--- config.mk ---
export PLATFORM = sky130hd
export DESIGN_NAME = edge_video_top
export DESIGN_NICKNAME = d
export VERILOG_FILES = /design/src/rtl/video_pkg.sv /design/src/rtl/video_timing_gen.sv /design/src/rtl/pixel_fetch.sv /design/src/rtl/threshold_ctrl.sv /design/src/rtl/edge_overlay.sv /design/src/rtl/edge_video_top.sv
export SDC_FILE = /design/constraint.sdc
export NUM_CORES = 1
export LEC_CHECK = 0
export ABC_AREA = 1
export BUFFER_PORTS_ARGS = -buffer_cell sky130_fd_sc_hd__buf_2
export CORE_UTILIZATION = 60
export CTS_BUF_LIST = sky130_fd_sc_hd__clkbuf_4
export CTS_CLUSTER_SIZE = 14
export DETAILED_ROUTE_END_ITERATION = 16
export GPL_ROUTABILITY_DRIVEN = 0
export GPL_TIMING_DRIVEN = 0
export PLACE_DENSITY_LB_ADDON = 0.1
export SETUP_SLACK_MARGIN = 0.05
export SLEW_MARGIN = 25
export SYNTH_ARGS = -nofsm -noshare
export SYNTH_HDL_FRONTEND = slang
export SYNTH_HIERARCHICAL = 1
export SYNTH_SLANG_ARGS = --single-unit
export TNS_END_PERCENT = 10
--- constraint.sdc ---
create_clock -name vtc_clk -period 6.3 [get_ports vtc_clk]
set_clock_uncertainty 0.2 [all_clocks]
set_input_delay 1.26 -clock vtc_clk [delete_from_list [all_inputs] [get_ports vtc_clk]]
set_output_delay 1.26 -clock vtc_clk [all_outputs]
set_load 0.02 [all_outputs]
--- src/rtl/video_pkg.sv ---
package video_pkg;

    typedef logic [7:0] pixel_t;   // raw grey sample

    typedef struct packed {
        pixel_t r;
        pixel_t g;
        pixel_t b;
    } rgb_t;

    // all fields active high
    typedef struct packed {
        logic vs;
        logic hs;
        logic de;
        logic sof;   // first cycle of vs only
    } vtc_sync_t;

    localparam int WB_ADR_W = 24;   // word address width
    localparam int WORD_W = 32;
    localparam int PIX_PER_WORD = 4;   // msb byte goes out first

    typedef struct packed {
        logic                cyc;
        logic                stb;
        logic [WB_ADR_W-1:0] adr;   // word address
    } wb_req_t;

    typedef logic [4:0] key_state_t;   // press count, wraps at 32

    localparam pixel_t DEFAULT_THRESHOLD = 8'd80;   // used below 8 presses

endpackage

--- src/rtl/video_timing_gen.sv ---
`timescale 1ns/1ps

module video_timing_gen import video_pkg::*; #(
    parameter int H_ACTIVE = 1920,
    parameter int H_FP     = 88,
    parameter int H_SYNC   = 44,
    parameter int H_BP     = 148,
    parameter int V_ACTIVE = 1080,
    parameter int V_FP     = 4,
    parameter int V_SYNC   = 5,
    parameter int V_BP     = 36
) (
    input  logic      vtc_clk,
    input  logic      arst_n_i,
    output vtc_sync_t sync_o
);

    localparam int H_TOTAL = H_ACTIVE + H_FP + H_SYNC + H_BP;
    localparam int V_TOTAL = V_ACTIVE + V_FP + V_SYNC + V_BP;
    localparam int H_CNT_W = $clog2(H_TOTAL);
    localparam int V_CNT_W = $clog2(V_TOTAL);
    localparam int HS_START = H_ACTIVE + H_FP;
    localparam int VS_START = V_ACTIVE + V_FP;

    logic [H_CNT_W-1:0] h_cnt;
    logic [V_CNT_W-1:0] v_cnt;
    logic               h_last;
    logic               v_last;
    vtc_sync_t          sync_d;

    assign h_last = (int'(h_cnt) == H_TOTAL - 1);
    assign v_last = (int'(v_cnt) == V_TOTAL - 1);

    always_ff @(posedge vtc_clk or negedge arst_n_i) begin
        if (!arst_n_i) begin
            h_cnt <= '0;
            v_cnt <= '0;
        end else if (h_last) begin
            h_cnt <= '0;
            v_cnt <= v_last ? '0 : v_cnt + 1'b1;   // frame wrap
        end else begin
            h_cnt <= h_cnt + 1'b1;
        end
    end

    // window decode from the current counter position
    always_comb begin
        sync_d.de  = (int'(h_cnt) < H_ACTIVE) && (int'(v_cnt) < V_ACTIVE);
        sync_d.hs  = (int'(h_cnt) >= HS_START) && (int'(h_cnt) < HS_START + H_SYNC);
        sync_d.vs  = (int'(v_cnt) >= VS_START) && (int'(v_cnt) < VS_START + V_SYNC);
        sync_d.sof = (int'(v_cnt) == VS_START) && (h_cnt == '0);
    end

    always_ff @(posedge vtc_clk or negedge arst_n_i) begin
        if (!arst_n_i) begin
            sync_o <= '0;
        end else begin
            sync_o <= sync_d;   // h=0, v=0 comes out first
        end
    end

endmodule

--- src/rtl/pixel_fetch.sv ---
`timescale 1ns/1ps

module pixel_fetch import video_pkg::*; #(
    parameter int FIFO_DEPTH  = 4,
    parameter int FRAME_WORDS = 1920 * 1080 / PIX_PER_WORD
) (
    input  logic              vtc_clk,
    input  logic              arst_n_i,
    input  vtc_sync_t         sync_i,
    input  logic [WORD_W-1:0] wb_dat_i,
    input  logic              wb_ack_i,
    output wb_req_t           wb_req_o,
    output vtc_sync_t         sync_o,
    output pixel_t            pix_o,
    output logic              underrun_o
);

    localparam int PTR_W  = (FIFO_DEPTH > 1) ? $clog2(FIFO_DEPTH) : 1;
    localparam int CNT_W  = $clog2(FIFO_DEPTH + 1);
    localparam int BYTE_W = $clog2(PIX_PER_WORD);

    logic [WORD_W-1:0] fifo_mem [FIFO_DEPTH];
    logic [PTR_W-1:0]  wr_ptr;
    logic [PTR_W-1:0]  rd_ptr;
    logic [CNT_W-1:0]  fifo_cnt;
    logic [WB_ADR_W:0] fetch_cnt;   // words requested this frame
    logic [BYTE_W-1:0] byte_cnt;
    logic              running;     // set by the first sof
    logic              discard;     // drop data of a read left over at sof
    logic              fifo_empty;
    logic              push;
    logic              pop;
    logic              issue;
    logic [WORD_W-1:0] head;

    function automatic logic [PTR_W-1:0] ptr_inc(input logic [PTR_W-1:0] ptr);
        return (int'(ptr) == FIFO_DEPTH - 1) ? '0 : ptr + 1'b1;
    endfunction

    assign fifo_empty = (fifo_cnt == '0);
    assign head       = fifo_mem[rd_ptr];
    assign push       = wb_req_o.cyc && wb_ack_i && !discard;
    assign pop        = sync_i.de && (int'(byte_cnt) == PIX_PER_WORD - 1) && !fifo_empty;

    // one read at a time, only after the bus has been idle for a cycle
    assign issue = running && !wb_req_o.cyc && !sync_i.sof
                   && (int'(fifo_cnt) < FIFO_DEPTH) && (int'(fetch_cnt) < FRAME_WORDS);

    always_ff @(posedge vtc_clk or negedge arst_n_i) begin
        if (!arst_n_i) begin
            wb_req_o  <= '0;
            fetch_cnt <= '0;
            running   <= 1'b0;
            discard   <= 1'b0;
        end else begin
            if (wb_req_o.cyc && wb_ack_i) begin
                wb_req_o.cyc <= 1'b0;
                wb_req_o.stb <= 1'b0;
            end else if (issue) begin
                wb_req_o.cyc <= 1'b1;
                wb_req_o.stb <= 1'b1;
                wb_req_o.adr <= fetch_cnt[WB_ADR_W-1:0];
                fetch_cnt    <= fetch_cnt + 1'b1;
            end
            if (sync_i.sof) begin
                running   <= 1'b1;
                fetch_cnt <= '0;   // restart at word 0
                discard   <= wb_req_o.cyc && !wb_ack_i;
            end else if (wb_req_o.cyc && wb_ack_i) begin
                discard <= 1'b0;
            end
        end
    end

    always_ff @(posedge vtc_clk or negedge arst_n_i) begin
        if (!arst_n_i) begin
            wr_ptr   <= '0;
            rd_ptr   <= '0;
            fifo_cnt <= '0;
        end else if (sync_i.sof) begin
            wr_ptr   <= '0;
            rd_ptr   <= '0;
            fifo_cnt <= '0;
        end else begin
            if (push) begin
                wr_ptr <= ptr_inc(wr_ptr);
            end
            if (pop) begin
                rd_ptr <= ptr_inc(rd_ptr);
            end
            fifo_cnt <= fifo_cnt + CNT_W'(push) - CNT_W'(pop);
        end
    end

    always_ff @(posedge vtc_clk or negedge arst_n_i) begin
        if (!arst_n_i) begin
            byte_cnt   <= '0;
            underrun_o <= 1'b0;
            sync_o     <= '0;
        end else begin
            byte_cnt <= sync_i.de ? byte_cnt + 1'b1 : '0;
            if (sync_i.sof) begin
                underrun_o <= 1'b0;
            end else if (running && sync_i.de && fifo_empty) begin
                underrun_o <= 1'b1;   // sticky until next frame
            end
            sync_o <= sync_i;
        end
    end

    always_ff @(posedge vtc_clk) begin
        if (push) begin
            fifo_mem[wr_ptr] <= wb_dat_i;
        end
        if (sync_i.de && !fifo_empty) begin
            pix_o <= head[(PIX_PER_WORD - 1 - int'(byte_cnt)) * 8 +: 8];
        end else begin
            pix_o <= '0;   // blank or starved
        end
    end

endmodule

--- src/rtl/threshold_ctrl.sv ---
`timescale 1ns/1ps

module threshold_ctrl import video_pkg::*; (
    input  logic   vtc_clk,
    input  logic   arst_n_i,
    input  logic   key_i,
    output pixel_t threshold_o
);

    logic [1:0] key_sync;   // two flop synchroniser
    logic       key_q;
    logic       key_rise;
    key_state_t press_cnt;

    assign key_rise = key_sync[1] && !key_q;

    always_ff @(posedge vtc_clk or negedge arst_n_i) begin
        if (!arst_n_i) begin
            key_sync  <= '0;
            key_q     <= 1'b0;
            press_cnt <= '0;
        end else begin
            key_sync <= {key_sync[0], key_i};
            key_q    <= key_sync[1];
            if (key_rise) begin
                press_cnt <= press_cnt + 1'b1;   // wraps at 32
            end
        end
    end

    // 8 presses or more step the threshold in units of 8
    assign threshold_o = (press_cnt < 5'd8) ? DEFAULT_THRESHOLD : {press_cnt, 3'b000};

endmodule

--- src/rtl/edge_overlay.sv ---
`timescale 1ns/1ps

module edge_overlay import video_pkg::*; (
    input  logic      vtc_clk,
    input  logic      arst_n_i,
    input  vtc_sync_t sync_i,
    input  pixel_t    pix_i,
    input  pixel_t    threshold_i,
    output vtc_sync_t sync_o,
    output rgb_t      rgb_o
);

    pixel_t thr_q;    // held for the whole frame
    pixel_t pix_d1;
    pixel_t pix_d2;
    pixel_t grad;
    pixel_t grey;

    // horizontal gradient over a two pixel span
    always_comb begin
        grad = (pix_i > pix_d2) ? pix_i - pix_d2 : pix_d2 - pix_i;
        grey = (grad > thr_q) ? 8'hff : pix_i;
    end

    always_ff @(posedge vtc_clk or negedge arst_n_i) begin
        if (!arst_n_i) begin
            thr_q  <= DEFAULT_THRESHOLD;
            pix_d1 <= '0;
            pix_d2 <= '0;
            sync_o <= '0;
            rgb_o  <= '0;
        end else begin
            if (sync_i.sof) begin
                thr_q <= threshold_i;
            end
            if (sync_i.de) begin
                pix_d1 <= pix_i;
                pix_d2 <= pix_d1;
            end else begin
                pix_d1 <= '0;   // each line starts with empty history
                pix_d2 <= '0;
            end
            sync_o <= sync_i;
            if (sync_i.de) begin
                rgb_o.r <= grey;
                rgb_o.g <= grey;
                rgb_o.b <= grey;
            end else begin
                rgb_o <= '0;
            end
        end
    end

endmodule

--- src/rtl/edge_video_top.sv ---
`timescale 1ns/1ps

module edge_video_top import video_pkg::*; #(
    parameter int H_ACTIVE   = 1920,
    parameter int H_FP       = 88,
    parameter int H_SYNC     = 44,
    parameter int H_BP       = 148,
    parameter int V_ACTIVE   = 1080,
    parameter int V_FP       = 4,
    parameter int V_SYNC     = 5,
    parameter int V_BP       = 36,
    parameter int FIFO_DEPTH = 4
) (
    input  logic              vtc_clk,
    input  logic              arst_n_i,
    input  logic              key_i,
    input  logic [WORD_W-1:0] wb_dat_i,
    input  logic              wb_ack_i,
    output wb_req_t           wb_req_o,
    output vtc_sync_t         video_sync_o,
    output rgb_t              video_rgb_o,
    output logic              underrun_o
);

    localparam int FRAME_WORDS = H_ACTIVE * V_ACTIVE / PIX_PER_WORD;

    vtc_sync_t sync;       // straight from the counters
    vtc_sync_t pix_sync;   // aligned with pix
    pixel_t    pix;
    pixel_t    threshold;

    video_timing_gen #(
        .H_ACTIVE (H_ACTIVE),
        .H_FP     (H_FP),
        .H_SYNC   (H_SYNC),
        .H_BP     (H_BP),
        .V_ACTIVE (V_ACTIVE),
        .V_FP     (V_FP),
        .V_SYNC   (V_SYNC),
        .V_BP     (V_BP)
    ) u_video_timing_gen (
        .vtc_clk  (vtc_clk),
        .arst_n_i (arst_n_i),
        .sync_o   (sync)
    );

    pixel_fetch #(
        .FIFO_DEPTH  (FIFO_DEPTH),
        .FRAME_WORDS (FRAME_WORDS)
    ) u_pixel_fetch (
        .vtc_clk    (vtc_clk),
        .arst_n_i   (arst_n_i),
        .sync_i     (sync),
        .wb_dat_i   (wb_dat_i),
        .wb_ack_i   (wb_ack_i),
        .wb_req_o   (wb_req_o),
        .sync_o     (pix_sync),
        .pix_o      (pix),
        .underrun_o (underrun_o)
    );

    threshold_ctrl u_threshold_ctrl (
        .vtc_clk     (vtc_clk),
        .arst_n_i    (arst_n_i),
        .key_i       (key_i),
        .threshold_o (threshold)
    );

    edge_overlay u_edge_overlay (
        .vtc_clk     (vtc_clk),
        .arst_n_i    (arst_n_i),
        .sync_i      (pix_sync),
        .pix_i       (pix),
        .threshold_i (threshold),
        .sync_o      (video_sync_o),
        .rgb_o       (video_rgb_o)
    );

endmodule

==> summary.md <==
| Metric | Value |
|---|---|
| Area Growth Syn to Fin | 15.05% |
| DRT iter0 DRCs | 667 |
| Crit path max fanout | 10 |
| Inserted Clock Buffers | between 70 and 80 |
| Clk_lat worst skew | 0.70 ns |
| Min Tclk post-route | between 3 and 4 ns |
| Drt drc | 0 |
| Detailed placement HPWL | ~19000 µm |
| Post-synth top area share | 30.14% |
| Share of cells above drive strength 1 | 18.84% |
| Crit path DAT | 3.52 ns |
| Post-DP Area | approximately 14000 µm² |
| CP cell instances | inv_1 > ha_1 > inv_1 > fa_1 > nand3_1 > nand3_1 > nand2_1 > nand2_1 > nand2_2 > buf_6 > nand2_1 > nand2_1 > inv_1 > ha_1 > nand2_1 > nor2_1 > nand3_1 > o21a_1 > nand2_1 > nand2_1 |
| Synthesized instance count | between 1000 and 1500 |
| Most common cell on crit path | nand2_1 |
| Synth warn | 6 |
| Sink Count | 273 |
| CP Class | reg -> reg |
| Resized cells post-CTS | 0 |
| Worst EP required | 6.61 ns |
| Post-synth top cells | 325 x nand2_1, 190 x inv_1, 161 x nor2_1 |
| Dominant cells by area after synthesis | edfxtp_1 30%, dfrtp_1 26%, nand2_1 9.6% |
| Setup TNS | 0 ns |
| Row cnt | 52 |
| Max Fclk | roughly 0.31 GHz |
| Avg Cell Area, Syn | 9.236 µm² |
| Slew Viols, Final | 0 |
| Static Leak | between 7 and 8 nW |
| Cell taking the most area after synthesis | edfxtp_1 |
| Count of final hold-check violations | 0 |
| Pre-antenna DRT Iters | 5 |
| First-pass GRT wire length | 44960 µm |
| WL final | 27360 µm |
| Pwr Density | around 400 nW/µm² |
| Most used flip-flop cell after synthesis | dfrtp_1 |
| Nets | between 1500 and 2000 |
| Routed vias/inst | 5.207 |
| Max incr delay on CP | 0.45 ns |
| Final instance area | 14670 µm² |
| Full die area | 21840 µm² |
| Clk root buf | clkbuf_4 |
| Die Wd | 147.8 µm |
| Largest net degree at the start of global routing | 94 |
| Slowest cell on crit path | fa_1 |
| Async set-reset flop share out of synthesis | 50.18% |
| Status | finished clean |
| Gr ovfl total | 0 |
| I/O Buffers | 90 |
| Worst setup SP type | flip-flop |
| Max_slew headroom | a little under three fifths |
| Most common cell in the netlist | nand2_1 |
| CORE AREA | around 21000 µm² |
| RSZ-0062 raised after global routing | false |
| Register area share after synthesis | between 50% and 60% |
| Netlist cell types | 43 |
| Post-synthesis cell area | 12750 µm² |
| Post-CTS Setup Bufs | 0 |
| Crit-path leading delay family | simple AND/OR/NAND/NOR gates |
| Buf/Inv on CP | 4 |
| Worst-path clk slew | 0.06 ns |
| GRT Total Usage | 26.24% |
| CTS Buffer Depth | 3 |
| Setup-failing EPs final | 0 |
| Post-route ant nets | 0 |
| Post-synth EDFFs | around 130 |
| Fin crit share | 50.91% |
| Initial antenna violation count | 2 |
| Height of the die | 147.8 µm |
| Initial core utilization | 62.04% |
| Pin slew with the least headroom to its limit | 0.6569 ns |
| Hold/Removal Path Class | reg -> reg |
| Crit. End Element | flip-flop |
| Vias in the first global route | 9382 |
| Max-Cap Viols | 0 |
| CTS tree | yes |
| H-Tree Level Count | 3 |
| Via count | 9789 |
| #FFs+latches synth | 273 |
| IO Pins | 91 |
| Post-DR wirelength/cell | 14.55 µm |
| Cts hold-fix bufs | 0 |
| Max VDD drop | 0.2599 mV |
-- routing by layer --
layer	share of wire, %	up-vias	track usage (%)
met5	0	-	0
met4	2.4	0	11.03
met3	6.4	59	5.340
met2	48	328	41.93
met1	43	4587	35.15
li1	-	4815	-
-- cell type report --
class,instances,area [µm²]
clock buffer,105,788.3
sequential,273,7435
antenna,2,5.005
clock inverter,25,152.6
fill,1614,5886
buffer,66,412.9
multi-input combinational,849,4213
tap,270,337.8
timing repair buffer,95,598.1
inverter,195,732.0
-- worst register-to-register path, cell delays in order, from the launching register on --
cell	delay, ns
dfxtp_1	0.33
inv_1	0.06
ha_1	0.13
inv_1	0.07
fa_1	0.45
nand3_1	0.10
nand3_1	0.12
nand2_1	0.09
nand2_1	0.06
nand2_2	0.07
buf_6	0.14
nand2_1	0.06
nand2_1	0.05
inv_1	0.04
ha_1	0.28
nand2_1	0.05
nor2_1	0.14
nand3_1	0.09
o21a_1	0.17
nand2_1	0.23
nand2_1	0.15
-- power breakdown --
group / internal [mW] / total (mW) / switching [mW] / leakage, nW
clock network: 0.817 / 1.53 / 0.715 / 0.547
logic: 0.795 / 2.22 / 1.43 / 3.51
registers: 2.04 / 2.15 / 0.104 / 3.00
-- state kept, by name, indices dropped and copies added, names as in the netlist, 3 cells and up --
name / count
u_pixel_fetch/fifo_mem: 128
u_pixel_fetch/fetch_cnt: 25
u_pixel_fetch/wb_req_o: 25
u_video_timing_gen/h_cnt: 12
u_video_timing_gen/v_cnt: 11
u_edge_overlay/pix_d1: 8
u_edge_overlay/pix_d2: 8
u_edge_overlay/rgb_o: 8
u_edge_overlay/thr_q: 8
u_pixel_fetch/pix_o: 8
u_threshold_ctrl/press_cnt: 5
u_edge_overlay/sync_o: 4
u_pixel_fetch/sync_o: 4
u_video_timing_gen/sync_o: 4
u_pixel_fetch/fifo_cnt: 3
-- metrics by stage --
step	instances	power [mW]	hold slack [ns]	setup WS (ns)	util [%]
5_1_grt	1880	6.351	0.1571	2.828	71.37
4_1_cts	1878	5.939	0.1511	3.081	71.35
6_report	1880	5.901	0.1485	3.093	71.37
2_1_floorplan	1383	3.771	0.1312	2.714	-
3_3_place_gp	1743	4.290	0.1329	1.485	65.91
3_5_place_dp	1748	4.380	0.1371	2.913	66.77
-- kinds of logic (layout without fill, tap and decap cells) --
logic type	after synthesis	after routing	share of synthesized area, %
adders and majority gates	40	40	4.100
buffers and inverters	261	486	8.976
other	1	5	0.02940
muxes	1	1	0.08828
AOI/OAI and AO/OA	146	146	6.259
and+or+nand+nor	643	643	21.16
xor gates and xnor gates	16	16	1.099
DFF	273	273	58.29
-- worst paths after layout --
kind	startpoint	endpoint	slack, ns	cells past startpoint
max in group asynchronous	arst_n_i	u_edge_overlay/thr_q[4]	4.86	2
hold reg to reg	u_video_timing_gen/sync_o[2]	u_pixel_fetch/sync_o[2]	0.15	0
hold / removal	u_video_timing_gen/sync_o[2]	u_pixel_fetch/sync_o[2]	0.15	0
setup reg to reg	u_pixel_fetch/pix_o[0]	u_edge_overlay/rgb_o[0]	3.09	20
setup / recovery	u_pixel_fetch/pix_o[0]	u_edge_overlay/rgb_o[0]	3.09	20
min in group asynchronous	arst_n_i	u_threshold_ctrl/key_q	0.28	1
-- cell usage in the layout, fill, tap and decap left out, types with 5 or more instances in the layout --
cell / n
nand2_2: 6
dfrtp_1: 135
o211ai_1: 12
edfxtp_1: 128
xnor2_1: 5
ha_1: 37
nand4_1: 28
buf_16: 5
clkinv_1: 15
nor2_2: 7
nor2_1: 157
dfxtp_1: 8
inv_1: 190
clkbuf_4: 105
a21oi_1: 29
clkbuf_1: 10
inv_2: 5
buf_2: 109
o21ai_1: 10
buf_4: 27
nand2_1: 325
xor2_1: 11
o21ai_0: 82
nor2_4: 5
buf_6: 5
nand3_1: 99
o21ai_2: 7
No activity file was read; power rests on OpenSTA's default activity.
